### src/source/core_config.svh
// Core configuration macros
// Data, immediate and register select widths
// Register count and reset program counter
// Opcode encodings of the four-bit opcode field
`ifndef CORE_CONFIG_SVH
`define CORE_CONFIG_SVH

`define DATA_WIDTH    32            // Data and address width
`define REG_COUNT     16            // Scalar registers
`define REG_SEL_WIDTH 4             // Register number width
`define IMM_WIDTH     16            // Immediate field width
`define RESET_PC      32'h0000_0000 // First fetch address

`define OP_ADD   4'd0
`define OP_SUB   4'd1
`define OP_AND   4'd2
`define OP_OR    4'd3
`define OP_XOR   4'd4
`define OP_ADDI  4'd5  // rs1 plus sign-extended immediate
`define OP_STORE 4'd6  // I/O write of rs2
`define OP_HALT  4'd15

`endif
### src/source/core_pkg.sv
// Shared types of the pipeline core
// Wishbone classic request and response
// Fetched and decoded instruction, register write, I/O store request
`default_nettype none
`include "core_config.svh"

package core_pkg;

	typedef struct packed {
		logic                   cyc;
		logic                   stb;
		logic                   we;
		logic [`DATA_WIDTH-1:0] adr;
		logic [`DATA_WIDTH-1:0] dat;  // Write data
	} wb_req_t;

	typedef struct packed {
		logic                   ack;
		logic [`DATA_WIDTH-1:0] dat;  // Read data
	} wb_rsp_t;

	typedef struct packed {
		logic                   valid;
		logic [`DATA_WIDTH-1:0] pc;
		logic [`DATA_WIDTH-1:0] instr;
	} fetched_t;

	typedef struct packed {
		logic                     valid;
		logic [3:0]               opcode;
		logic [`REG_SEL_WIDTH-1:0] rd;
		logic [`REG_SEL_WIDTH-1:0] rs1;
		logic [`REG_SEL_WIDTH-1:0] rs2;
		logic [`DATA_WIDTH-1:0]   imm;         // Already sign-extended
		logic                     writes_reg;  // ALU op with a result
	} decoded_t;

	typedef struct packed {
		logic                     en;
		logic [`REG_SEL_WIDTH-1:0] sel;
		logic [`DATA_WIDTH-1:0]   value;
	} reg_write_t;

	typedef struct packed {
		logic                   valid;
		logic [`DATA_WIDTH-1:0] adr;
		logic [`DATA_WIDTH-1:0] dat;
	} io_store_t;

endpackage

`default_nettype wire

### src/source/core_top.sv
// Pipeline core top level
// Fetch, decode, register file, execute and I/O store unit
// Instruction bus and I/O bus, both Wishbone classic
`timescale 1ns/1ps
`default_nettype none
`include "core_config.svh"

module core_top
(
	input  logic              clk,
	input  logic              reset,
	output core_pkg::wb_req_t ibus_req,
	input  core_pkg::wb_rsp_t ibus_rsp,
	output core_pkg::wb_req_t iobus_req,
	input  core_pkg::wb_rsp_t iobus_rsp,
	output logic              halt
);

	import core_pkg::*;

	fetched_t                  fetched;
	decoded_t                  decoded;
	reg_write_t                reg_write;
	io_store_t                 io_store;
	logic                      stall;       // Store back-pressure
	logic                      io_busy;
	logic [`REG_SEL_WIDTH-1:0] read_sel1;
	logic [`REG_SEL_WIDTH-1:0] read_sel2;
	logic [`DATA_WIDTH-1:0]    read_value1;
	logic [`DATA_WIDTH-1:0]    read_value2;

	fetch_unit fetch_unit (.clk(clk), .reset(reset), .stall(stall), .ibus_rsp(ibus_rsp),
		.ibus_req(ibus_req), .fetched(fetched));

	decode_stage decode_stage (.clk(clk), .reset(reset), .stall(stall), .fetched(fetched),
		.read_sel1(read_sel1), .read_sel2(read_sel2), .decoded(decoded));

	register_file register_file (.clk(clk), .reset(reset), .read_sel1(read_sel1),
		.read_sel2(read_sel2), .reg_write(reg_write), .read_value1(read_value1),
		.read_value2(read_value2));

	execute_stage execute_stage (.clk(clk), .reset(reset), .decoded(decoded),
		.read_value1(read_value1), .read_value2(read_value2), .io_busy(io_busy),
		.stall(stall), .reg_write(reg_write), .io_store(io_store), .halt(halt));

	io_store_unit io_store_unit (.clk(clk), .reset(reset), .io_store(io_store),
		.iobus_rsp(iobus_rsp), .io_busy(io_busy), .iobus_req(iobus_req));

endmodule

`default_nettype wire

### src/source/io_store_unit.sv
// I/O store unit
// Latches one store request and runs a Wishbone classic write until ack
`timescale 1ns/1ps
`default_nettype none
`include "core_config.svh"

module io_store_unit
(
	input  logic                clk,
	input  logic                reset,
	input  core_pkg::io_store_t io_store,
	input  core_pkg::wb_rsp_t   iobus_rsp,
	output logic                io_busy,
	output core_pkg::wb_req_t   iobus_req
);

	logic                   active;   // Write cycle open on the bus
	logic                   accept;
	logic [`DATA_WIDTH-1:0] adr_r;
	logic [`DATA_WIDTH-1:0] dat_r;

	assign accept = io_store.valid && !active;
	assign io_busy = active;   // Busy from the edge after accept until ack

	assign iobus_req.cyc = active;
	assign iobus_req.stb = active;
	assign iobus_req.we = active;   // Writes only
	assign iobus_req.adr = adr_r;
	assign iobus_req.dat = dat_r;

	always_ff @(posedge clk or posedge reset)
	begin
		if (reset)
			active <= 1'b0;
		else if (accept)
			active <= 1'b1;   // cyc and stb one cycle after accept
		else if (iobus_rsp.ack)
			active <= 1'b0;   // Idle at least one cycle
	end

	// Store payload
	always_ff @(posedge clk)
	begin
		if (accept)
		begin
			adr_r <= io_store.adr;
			dat_r <= io_store.dat;
		end
	end

	a_stb_in_cyc: assert property (@(posedge clk) disable iff (reset)
		iobus_req.stb |-> iobus_req.cyc);

endmodule

`default_nettype wire

### src/source/execute_stage.sv
// Execute stage
// Operand bypass from the execute and writeback registers, ALU
// Store issue to the I/O unit with stall on back-pressure, sticky halt
`timescale 1ns/1ps
`default_nettype none
`include "core_config.svh"

module execute_stage
(
	input  logic                   clk,
	input  logic                   reset,
	input  core_pkg::decoded_t     decoded,
	input  logic [`DATA_WIDTH-1:0] read_value1,
	input  logic [`DATA_WIDTH-1:0] read_value2,
	input  logic                   io_busy,
	output logic                   stall,
	output core_pkg::reg_write_t   reg_write,
	output core_pkg::io_store_t    io_store,
	output logic                   halt
);

	import core_pkg::*;

	typedef struct packed {
		logic       halt;
		reg_write_t wr;
	} stage_reg_t;

	stage_reg_t             ex_r;       // Execute register
	stage_reg_t             wb_r;       // Writeback register
	stage_reg_t             ex_next;
	logic                   halt_seen;
	logic                   is_store;
	logic [`DATA_WIDTH-1:0] op1;
	logic [`DATA_WIDTH-1:0] op2;

	// Newest result wins, r0 never forwarded
	function automatic logic [`DATA_WIDTH-1:0] forward(input logic [`REG_SEL_WIDTH-1:0] sel,
		input logic [`DATA_WIDTH-1:0] rf_value, input reg_write_t ex_wr, input reg_write_t wb_wr);
		if (sel != '0 && ex_wr.en && ex_wr.sel == sel)
			return ex_wr.value;
		if (sel != '0 && wb_wr.en && wb_wr.sel == sel)
			return wb_wr.value;
		return rf_value;
	endfunction

	assign op1 = forward(decoded.rs1, read_value1, ex_r.wr, wb_r.wr);
	assign op2 = forward(decoded.rs2, read_value2, ex_r.wr, wb_r.wr);

	always_comb
	begin
		ex_next.halt = decoded.valid && decoded.opcode == `OP_HALT;
		ex_next.wr.en = decoded.valid && decoded.writes_reg;
		ex_next.wr.sel = decoded.rd;
		case (decoded.opcode)
			`OP_ADD:  ex_next.wr.value = op1 + op2;
			`OP_SUB:  ex_next.wr.value = op1 - op2;
			`OP_AND:  ex_next.wr.value = op1 & op2;
			`OP_OR:   ex_next.wr.value = op1 | op2;
			`OP_XOR:  ex_next.wr.value = op1 ^ op2;
			`OP_ADDI: ex_next.wr.value = op1 + decoded.imm;
			default:  ex_next.wr.value = '0;
		endcase
	end

	assign is_store = decoded.valid && decoded.opcode == `OP_STORE;
	assign stall = is_store && io_busy;             // Store waits in decode register
	assign io_store.valid = is_store && !io_busy;   // Handed over in this cycle
	assign io_store.adr = op1 + decoded.imm;
	assign io_store.dat = op2;

	always_ff @(posedge clk or posedge reset)
	begin
		if (reset)
		begin
			ex_r <= '0;
			wb_r <= '0;
			halt_seen <= 1'b0;
		end
		else
		begin
			if (stall)
				wb_r <= '0;   // Bubble while execute holds
			else
			begin
				ex_r <= ex_next;
				wb_r <= ex_r;
			end
			if (wb_r.halt)
				halt_seen <= 1'b1;   // Stays until reset
		end
	end

	assign reg_write = wb_r.wr;   // Written at the next edge
	assign halt = wb_r.halt || halt_seen;

	// Issued store occupies the I/O unit from the next cycle
	a_store_handoff: assert property (@(posedge clk) disable iff (reset)
		io_store.valid |=> io_busy);

endmodule

`default_nettype wire

### src/source/register_file.sv
// Scalar register file
// Sixteen 32-bit registers, two combinational read ports, one write port
// Register 0 is never written and reads zero
`timescale 1ns/1ps
`default_nettype none
`include "core_config.svh"

module register_file
(
	input  logic                      clk,
	input  logic                      reset,
	input  logic [`REG_SEL_WIDTH-1:0] read_sel1,
	input  logic [`REG_SEL_WIDTH-1:0] read_sel2,
	input  core_pkg::reg_write_t      reg_write,
	output logic [`DATA_WIDTH-1:0]    read_value1,
	output logic [`DATA_WIDTH-1:0]    read_value2
);

	logic [`DATA_WIDTH-1:0] regs [`REG_COUNT];

	always_ff @(posedge clk or posedge reset)
	begin
		if (reset)
		begin
			for (int i = 0; i < `REG_COUNT; i++)
				regs[i] <= '0;
		end
		else if (reg_write.en && reg_write.sel != '0)
			regs[reg_write.sel] <= reg_write.value;   // r0 write dropped
	end

	assign read_value1 = regs[read_sel1];
	assign read_value2 = regs[read_sel2];

	a_r0_zero: assert property (@(posedge clk) disable iff (reset)
		reg_write.en && reg_write.sel == '0 |=> regs[0] == '0);

endmodule

`default_nettype wire

### src/source/decode_stage.sv
// Decode stage
// Instruction field split and immediate sign extension
// Decode pipeline register with hold on stall, register file read selects
`timescale 1ns/1ps
`default_nettype none
`include "core_config.svh"

module decode_stage
(
	input  logic                      clk,
	input  logic                      reset,
	input  logic                      stall,
	input  core_pkg::fetched_t        fetched,
	output logic [`REG_SEL_WIDTH-1:0] read_sel1,
	output logic [`REG_SEL_WIDTH-1:0] read_sel2,
	output core_pkg::decoded_t        decoded
);

	import core_pkg::*;

	decoded_t decode_next;

	always_comb
	begin
		decode_next.valid = fetched.valid;
		decode_next.opcode = fetched.instr[31:28];
		decode_next.rd = fetched.instr[27:24];
		decode_next.rs1 = fetched.instr[23:20];
		decode_next.rs2 = fetched.instr[19:16];   // Store data for STORE
		decode_next.imm = {{(`DATA_WIDTH - `IMM_WIDTH){fetched.instr[`IMM_WIDTH-1]}},
			fetched.instr[`IMM_WIDTH-1:0]};
		case (decode_next.opcode)
			`OP_ADD, `OP_SUB, `OP_AND, `OP_OR, `OP_XOR, `OP_ADDI:
				decode_next.writes_reg = 1'b1;
			default:
				decode_next.writes_reg = 1'b0;   // STORE, HALT, no-ops
		endcase
	end

	always_ff @(posedge clk or posedge reset)
	begin
		if (reset)
			decoded <= '0;
		else if (!stall)
			decoded <= decode_next;   // Held while the store waits
	end

	// Register file is read while the instruction sits in this register
	assign read_sel1 = decoded.rs1;
	assign read_sel2 = decoded.rs2;

endmodule

`default_nettype wire

### src/source/fetch_unit.sv
// Instruction fetch unit
// Program counter and Wishbone classic read master, one read at a time
// One-word hold buffer toward decode, stops after a HALT word
`timescale 1ns/1ps
`default_nettype none
`include "core_config.svh"

module fetch_unit
(
	input  logic               clk,
	input  logic               reset,
	input  logic               stall,
	input  core_pkg::wb_rsp_t  ibus_rsp,
	output core_pkg::wb_req_t  ibus_req,
	output core_pkg::fetched_t fetched
);

	logic                   busy;        // Read cycle open on the bus
	logic                   halted;      // HALT word seen
	logic [`DATA_WIDTH-1:0] pc;          // Address of the open or next read
	logic                   buf_valid;
	logic [`DATA_WIDTH-1:0] buf_pc;
	logic [`DATA_WIDTH-1:0] buf_instr;
	logic                   read_done;
	logic                   start_read;

	assign read_done = busy && ibus_rsp.ack;          // Ack only counts inside a cycle
	assign start_read = !busy && !halted && !stall;  // Gap of one cycle after each ack

	assign ibus_req.cyc = busy;
	assign ibus_req.stb = busy;
	assign ibus_req.we = 1'b0;   // Reads only
	assign ibus_req.adr = pc;
	assign ibus_req.dat = '0;

	assign fetched.valid = buf_valid;
	assign fetched.pc = buf_pc;
	assign fetched.instr = buf_instr;

	always_ff @(posedge clk or posedge reset)
	begin
		if (reset)
		begin
			busy <= 1'b0;
			halted <= 1'b0;
			pc <= `RESET_PC;
			buf_valid <= 1'b0;
		end
		else
		begin
			if (start_read)
				busy <= 1'b1;
			else if (read_done)
				busy <= 1'b0;   // Drop cyc and stb on the ack edge
			if (read_done)
				pc <= pc + 'd4;
			if (read_done && ibus_rsp.dat[31:28] == `OP_HALT)
				halted <= 1'b1;   // No further reads
			if (read_done)
				buf_valid <= 1'b1;
			else if (!stall)
				buf_valid <= 1'b0;   // Decode took the word
		end
	end

	// Hold buffer payload
	always_ff @(posedge clk)
	begin
		if (read_done)
		begin
			buf_pc <= pc;
			buf_instr <= ibus_rsp.dat;
		end
	end

	a_adr_aligned: assert property (@(posedge clk) disable iff (reset)
		ibus_req.stb |-> ibus_req.adr[1:0] == 2'b00);

endmodule

`default_nettype wire

### config.mk
export PLATFORM = sky130hd
export DESIGN_NAME = core_top
export DESIGN_NICKNAME = d
export VERILOG_FILES = /design/src/source/core_pkg.sv /design/src/source/core_top.sv /design/src/source/io_store_unit.sv /design/src/source/execute_stage.sv /design/src/source/register_file.sv /design/src/source/decode_stage.sv /design/src/source/fetch_unit.sv
export VERILOG_INCLUDE_DIRS = /design/src /design/src/source
export SDC_FILE = /design/constraint.sdc
export NUM_CORES = 2
export LEC_CHECK = 0
export CAP_MARGIN = 0
export CELL_PAD_IN_SITES_DETAIL_PLACEMENT = 1
export CELL_PAD_IN_SITES_GLOBAL_PLACEMENT = 2
export CORE_MARGIN = 8
export CORE_UTILIZATION = 25
export DETAILED_ROUTE_END_ITERATION = 8
export DONT_BUFFER_PORTS = 1
export GPL_TIMING_DRIVEN = 1
export PLACE_DENSITY_LB_ADDON = 0.12
export RECOVER_POWER = 50
export SYNTH_ARGS = -nofsm -noshare
export SYNTH_HDL_FRONTEND = slang
export SYNTH_SLANG_ARGS = --single-unit
### constraint.sdc
create_clock -name clk -period 35.6 [get_ports clk]
set_input_delay 7.12 -clock clk [delete_from_list [all_inputs] [get_ports clk]]
set_output_delay 7.12 -clock clk [all_outputs]
set_load 0.05 [all_outputs]
# [Word level (Yosys, flattened, before mapping)]
# Index checks and enable logic that the tools add are counted.
[word_totals] word_cells=137 in_bits=68 regBits=755 romBits=0 out_inout_bits=135 mem_count=0 ramBits=0 latch_bits=0
[classes] n_div=0 reduce_logical=33 bitwise=6 n_mux=32 order_cmp=4 addsub=4 multipliers=0 eq_ne=18 shift=0
[op_table] op="bitwise mux 512 bit" count=1
[op_table] op="two-way mux 32 bit" count=13
[op_table] op="binary-select mux 32 bit (select 4 bit)" count=2
[op_table] op="one-hot mux 32 bit (6 select lines)" count=1
[op_table] op="demux 32 bit (select 4 bit)" count=1
[op_table] op="adder 32 bit" count=2
[op_table] op="two-way mux 38 bit" count=1
[op_table] op="adder 32 x 3 -> 32 bit (second input constant)" count=1
[op_table] op="bitwise AND 32 bit" count=1
[op_table] op="bitwise OR 32 bit" count=1
[op_table] op="subtractor 32 bit" count=1
[op_table] op="bitwise XOR 32 bit" count=1
[op_table] op="equality test 4 x 3 -> 1 bit (second input constant)" count=5
[op_table] op="logical AND 1 bit" count=20
[op_table] op="equality test 4 x 2 -> 1 bit (second input constant)" count=4
[op_table] op="equality test 4 bit" count=4
[op_table] op=">= comparator 5 bit (second input constant)" count=3
[op_table] op="inverter 4 -> 5 bit" count=3
[op_table] op="two-way mux 1 bit" count=13
[op_table] op="nonzero test 4 bit" count=3
[op_table] op="equality test 4 x 1 -> 1 bit (second input constant)" count=2
[op_table] op="equality test 4 bit (second input constant)" count=2
[op_table] op="logical NOT 4 bit" count=2
[op_table] op="OR reduction 6 bit" count=1
[op_table] op="other kinds (5)" count=9

# [Longest topological paths before layout]
[logic_depth] ltp_word=9 depth_mapped=29 depth_no_buf=25

# [Cells and area by module]
# A second synthesis with hierarchy kept.
[hier_totals] cells_unflattened=3453 hier_area_um2=44133.6
[by_module_without_submodules] mod="register_file" seq_area_each_um2=12812.3 n_inst=1 area_per_inst_um2=26243.9 cells_per_inst=1672
[by_module_without_submodules] mod="execute_stage" seq_area_each_um2=1926.8 n_inst=1 area_per_inst_um2=10650.2 cells_per_inst=1375
[by_module_without_submodules] mod="fetch_unit" seq_area_each_um2=2687.6 n_inst=1 area_per_inst_um2=3653.5 cells_per_inst=236
[by_module_without_submodules] mod="io_store_unit" seq_area_each_um2=1946.9 n_inst=1 area_per_inst_um2=1988.2 cells_per_inst=72
[by_module_without_submodules] mod="decode_stage" seq_area_each_um2=850.8 n_inst=1 area_per_inst_um2=1597.8 cells_per_inst=98

# [Worst setup path before layout]
# No wires, ideal clock.
[synth_path] path_type="input port to flip-flop" start="input port ibus_rsp[32] (netlist bit)" end="register fetch_unit.pc[30]" setup_ps=141 path_stages=11 slack_ps=25945 path_buffers=0 required_time_ps=35459 t_arrival_ps=9514 path_cell_list="nand2_1 > inv_1 > nand2_1 > nor2_1 > nand2_1 > nor2_1 > nand4_1 > nor2_1 > and4_1 > nand4_1 > xnor2_1"
[synth_via] elab_chain_cells=1
[synth_rtl] item="start: declaration" line="core_top.sv:13" text="input core_pkg::wb_rsp_t ibus_rsp,"
[synth_rtl] item="logical AND 1 bit" line="fetch_unit.sv:27" text="assign read_done = busy && ibus_rsp.ack;"
[synth_rtl] item="via fetch_unit.read_done" line="fetch_unit.sv:24" text="logic read_done;"
[synth_rtl] item="end signal: assignment" line="fetch_unit.sv:46" text="pc <= `RESET_PC;"
[synth_rtl] item="end signal: assignment" line="fetch_unit.sv:56" text="pc <= pc + 'd4;"
[synth_rtl] item="end: declaration" line="fetch_unit.sv:20" text="logic [`DATA_WIDTH-1:0] pc;"
# The timed path passes the listed nets, and every way through them passes these cells.
# A chain may end at the register's enable or synchronous reset.

# [Worst setup path after layout]
[layout_path] start="register decode_stage.read_sel2[1] (netlist name)" end="register execute_stage.ex_r[31] (netlist bit)"
[layout_via] elab_chain_cells=9 word_cells_on_any_way=23 classes_between="2 x add/sub; 2 x eq/ne; 10 x mux; 4 x bitwise; 5 x reduce/logical"
[layout_rtl] item="branches (longest 6 deep; another with binary-select mux 32 bit (select 4 bit))"
[layout_rtl] item="two-way mux 32 bit *" line="execute_stage.sv:42" text="if (sel != '0 && wb_wr.en && wb_wr.sel == sel)"
[layout_rtl] item="subtractor 32 bit (tied with other cells)" line="execute_stage.sv:57" text="`OP_SUB: ex_next.wr.value = op1 - op2;"
[layout_rtl] item="one-hot mux 32 bit (6 select lines) *" line="execute_stage.sv:55" text="case (decoded.opcode)"
[layout_rtl] item="end signal: assignment" line="execute_stage.sv:86" text="ex_r <= ex_next;"
[layout_rtl] item="end: declaration" line="execute_stage.sv:29" text="stage_reg_t ex_r;"
# Every way passes the cells marked *. The select of a mux whose other input is x is not followed.

==> results.json <==
{
  "cts_setup_buffers": 0,
  "synthArstFlopShare_pct": 87.3,
  "dieArea_um2": 181000,
  "cp-start-kind": "flip-flop",
  "placedCellCount": 5191,
  "row_count": 150,
  "initial_core_util_pct": 25.1,
  "syn_to_final_growth_pct": 12.0,
  "synth_area_leader_cell": "dfrtp_1",
  "fmax_ghz": 0.0819,
  "path_max_fanout": 38,
  "synth_top_area_share_pct": 39.2,
  "antenna_found_initial": 6,
  "relSlewSlack_pct": -157,
  "final_cells": 5369,
  "grt_pass1_wl_um": 232000,
  "root_buffer": "clkbuf_16",
  "drv_slew": 944,
  "ir_drop_mv": 0.0339,
  "clk_latency_ns": 0.73,
  "finalSetupTns_ns": 0,
  "wl_per_cell_um": 29.6,
  "ant_nets": 0,
  "fin_skew_ns": 0.0588,
  "clock_path_buffers": 3,
  "multi_input_area_um2": 21000,
  "nNetsFinal": 3282,
  "drtPass1Iterations": 5,
  "ys_types": 87,
  "postCtsResizedCells": 0,
  "powerDensity_nw_per_um2": 58.1,
  "critPathArrivalTime_ns": 12.87,
  "hp-class": "flip-flop to flip-flop",
  "end_kind": "flip-flop",
  "numPortBuffers": 0,
  "finalCritPeriodShare_pct": 34.3,
  "ys_warn_count": 0,
  "core_area_um2": 167000,
  "rsz0062_at_grt": "no",
  "setup_viol": 0,
  "hpwl_um": 104000,
  "vias_per_cell": 5.10,
  "p_leak_nw": 21.0,
  "critPathKind": "flip-flop to flip-flop",
  "finalPower_w": 0.00273,
  "synth.yosys.seq_area_share_pct": 46.1,
  "cap_violations": 39,
  "drt_iter0_markers": 1369,
  "syn_area_per_cell_um2": 13.1,
  "synth_edf_count": 96,
  "die_h_um": 425,
  "grt.total_usage_pct": 17.4,
  "fillCellCount": 17800,
  "drcViolationCount": 0,
  "fin_crit_ns": 12.21,
  "outcome": "complete, but fails checks",
  "synth.cell_area_um2": 41900,
  "ioPinCount": 203,
  "drive_gt1_share_pct": 30.8,
  "chipWidth_um": 425,
  "regArea_um2": 19300,
  "cts.sinks": 753,
  "wl_um": 159000,
  "hold_violations": 0,
  "tritoncts": "yes",
  "cts_hold_buf": 0,
  "clk_pin_slew_ns": 0.06,
  "postLayoutCoreUtil_pct": 28.1,
  "cts-htree-levels": 3,
  "violations": "capacitance limit, slew limit",
  "synthCells": 3190,
  "vias": 27400,
  "ys_ff_latch": 753,
  "grt_max_degree": 97,
  "cts_buffers": 95,
  "synth_flop_cell": "dfrtp_1",
  "cp.required_ns": 36.26,
  "synth.area.top_cells": "dfrtp_1 39%, mux4_2 15%, mux2_2 13%",
  "tightest_slew_ns": 3.85,
  "grt_pass1_vias": 30800,
  "grt-ovfl-total": 0,
  "globalplace.congestion": 0.794
}
## registers in the layout, summed over array words and instances (netlist names)
register,cells
fetch_unit.pc,30
io_store_unit.dat_r,32
fetch_unit.busy,1
execute_stage.ex_r,38
fetch_unit.buf_valid,1
fetch_unit.halted,1
decode_stage.decoded,26
io_store_unit.io_busy,1
register_file.regs,512
decode_stage.read_sel1,4
decode_stage.read_sel2,4
execute_stage.reg_write,37
execute_stage.halt_seen,1
io_store_unit.adr_r,32
execute_stage.wb_r,1
fetch_unit.buf_instr,32
## cell usage after synthesis, types with 6 or more instances
| library cell | instances |
|---|---|
| a2111oi_0 | 6 |
| a211oi_1 | 10 |
| a21o_1 | 35 |
| a21oi_1 | 84 |
| a221o_1 | 33 |
| a221oi_1 | 19 |
| a22oi_1 | 17 |
| a31oi_1 | 16 |
| and2_1 | 52 |
| and3_1 | 7 |
| buf_1 | 25 |
| buf_2 | 21 |
| buf_4 | 45 |
| buf_6 | 9 |
| clkbuf_1 | 202 |
| dfrtp_1 | 657 |
| edfxtp_1 | 96 |
| ha_1 | 128 |
| inv_1 | 80 |
| mux2_2 | 481 |
| mux2i_1 | 63 |
| mux4_2 | 288 |
| nand2_1 | 190 |
| nand2b_1 | 23 |
| nand3_1 | 27 |
| nand3b_1 | 7 |
| nand4_1 | 14 |
| nor2_1 | 120 |
| nor2b_1 | 18 |
| nor3_1 | 22 |
| nor3b_1 | 6 |
| nor4_1 | 12 |
| o211ai_1 | 8 |
| o21a_1 | 12 |
| o21ai_0 | 87 |
| o22ai_1 | 28 |
| o31ai_1 | 7 |
| or3_1 | 14 |
| xnor2_1 | 86 |
| xor2_1 | 36 |
## layout by cell type, fill, tap and decap left out, types with 14 or more instances in the layout
cell type / n
a31oi_1: 16
nand3_1: 27
clkinv_1: 15
dfrtp_1: 652
o21ai_0: 87
and2_0: 35
a22oi_1: 17
mux4_2: 288
nor3_1: 21
nor2_1: 119
and2_1: 17
a221o_1: 33
a21oi_1: 84
nand4_1: 14
nor2b_1: 18
a21o_1: 35
mux2_2: 476
buf_4: 39
xnor2_1: 86
mux2i_1: 63
nand2_1: 191
o22ai_1: 28
clkbuf_16: 96
a221oi_1: 24
or3_1: 14
xor2_1: 36
inv_1: 79
nand2b_1: 22
clkinv_2: 17
clkbuf_1: 48
edfxtp_1: 96
ha_1: 128
conb_1: 35
## power by group
group	switching (W)	internal [W]
Sequential	0.000162	0.000965
Combinational	0.000369	0.000258
Clock	0.000413	0.000559
## cell type report
class	count	share of cell area, %
Multi-Input combinational cell	2086	44.7
Sequential cell	753	41.2
Tap cell	2204	5.88
Clock buffer	128	5.55
Clock inverter	48	1.05
Timing Repair Buffer	65	0.902
Inverter	83	0.667
Antenna cell	2	0.0107
## logic make-up (layout without fill, tap and decap cells)
family / Yosys count / after routing / synth area share (%)
other: 1 / 37 / 0.00895
buffers and inverters: 385 / 324 / 4.08
AND/OR/NAND/NOR: 544 / 544 / 6.44
AO/OA/AOI/OAI: 423 / 423 / 6.97
adder cells (fa/ha/maj): 130 / 130 / 3.92
flip-flops: 753 / 753 / 46.1
XOR/XNOR: 122 / 122 / 2.55
multiplexers: 832 / 832 / 29.9
## worst paths after layout
| check | depth (start not counted) | to | slack (ns) | startpoint |
|---|---|---|---|---|
| min in group asynchronous | 1 | register_file.regs[482] | 7.35 | reset |
| worst min-delay path | 0 | register_file.regs[486] | 0.39 | register_file.regs[486] |
| worst min register to register | 0 | register_file.regs[486] | 0.39 | register_file.regs[486] |
| max in group asynchronous | 3 | decode_stage.read_sel1[3] | 25.10 | reset |
| worst max register to register | 25 | execute_stage.ex_r[31] | 23.39 | decode_stage.read_sel2[1] |
| worst max-delay path | 25 | execute_stage.ex_r[31] | 23.39 | decode_stage.read_sel2[1] |
## stage by stage
| stage | cell area, um2 | hold slack, ns | setup slack, ns |
|---|---|---|---|
| 2_1_floorplan | 42000 | 0.422 | 10.07 |
| 3_3_place_gp | 44100 | 0.377 | 25.16 |
| 3_5_place_dp | 44100 | 0.383 | 25.11 |
| 4_1_cts | 47200 | 0.397 | 25.87 |
| 5_1_grt | 46900 | 0.405 | 22.76 |
| 6_report | 46900 | 0.394 | 23.39 |
## worst max-delay path, cell delays in order (launching register included)
cell and delay, ns:
dfrtp_1 1.41, clkbuf_1 2.22, or4_1 0.36, nand4_1 0.18, nor2_2 0.17, clkbuf_1 1.51
o311ai_0 0.45, o21ai_0 0.31, ha_1 0.27, inv_1 0.07, nor4_1 1.36, and2_1 0.37
inv_1 0.05, o21ai_0 0.19, xnor2_1 0.10, ha_1 0.39, and3_1 0.21, and2_1 0.20
nand3_1 0.19, a211oi_1 0.60, nor2_1 0.19, a21oi_1 0.40, a311oi_1 0.20, or3_1 0.38
mux2i_1 0.18, a211o_1 0.12
## layer usage
metal / GRT usage [%] / up-vias / part of all wire, %
li1: - / 11700 / -
met3: 2.28 / 251 / 2.8
met5: 0 / - / 0
met1: 22.4 / 15000 / 44
met4: 5.45 / 0 / 3.3
met2: 30.3 / 459 / 50
(Power assumes the default switching activity.)
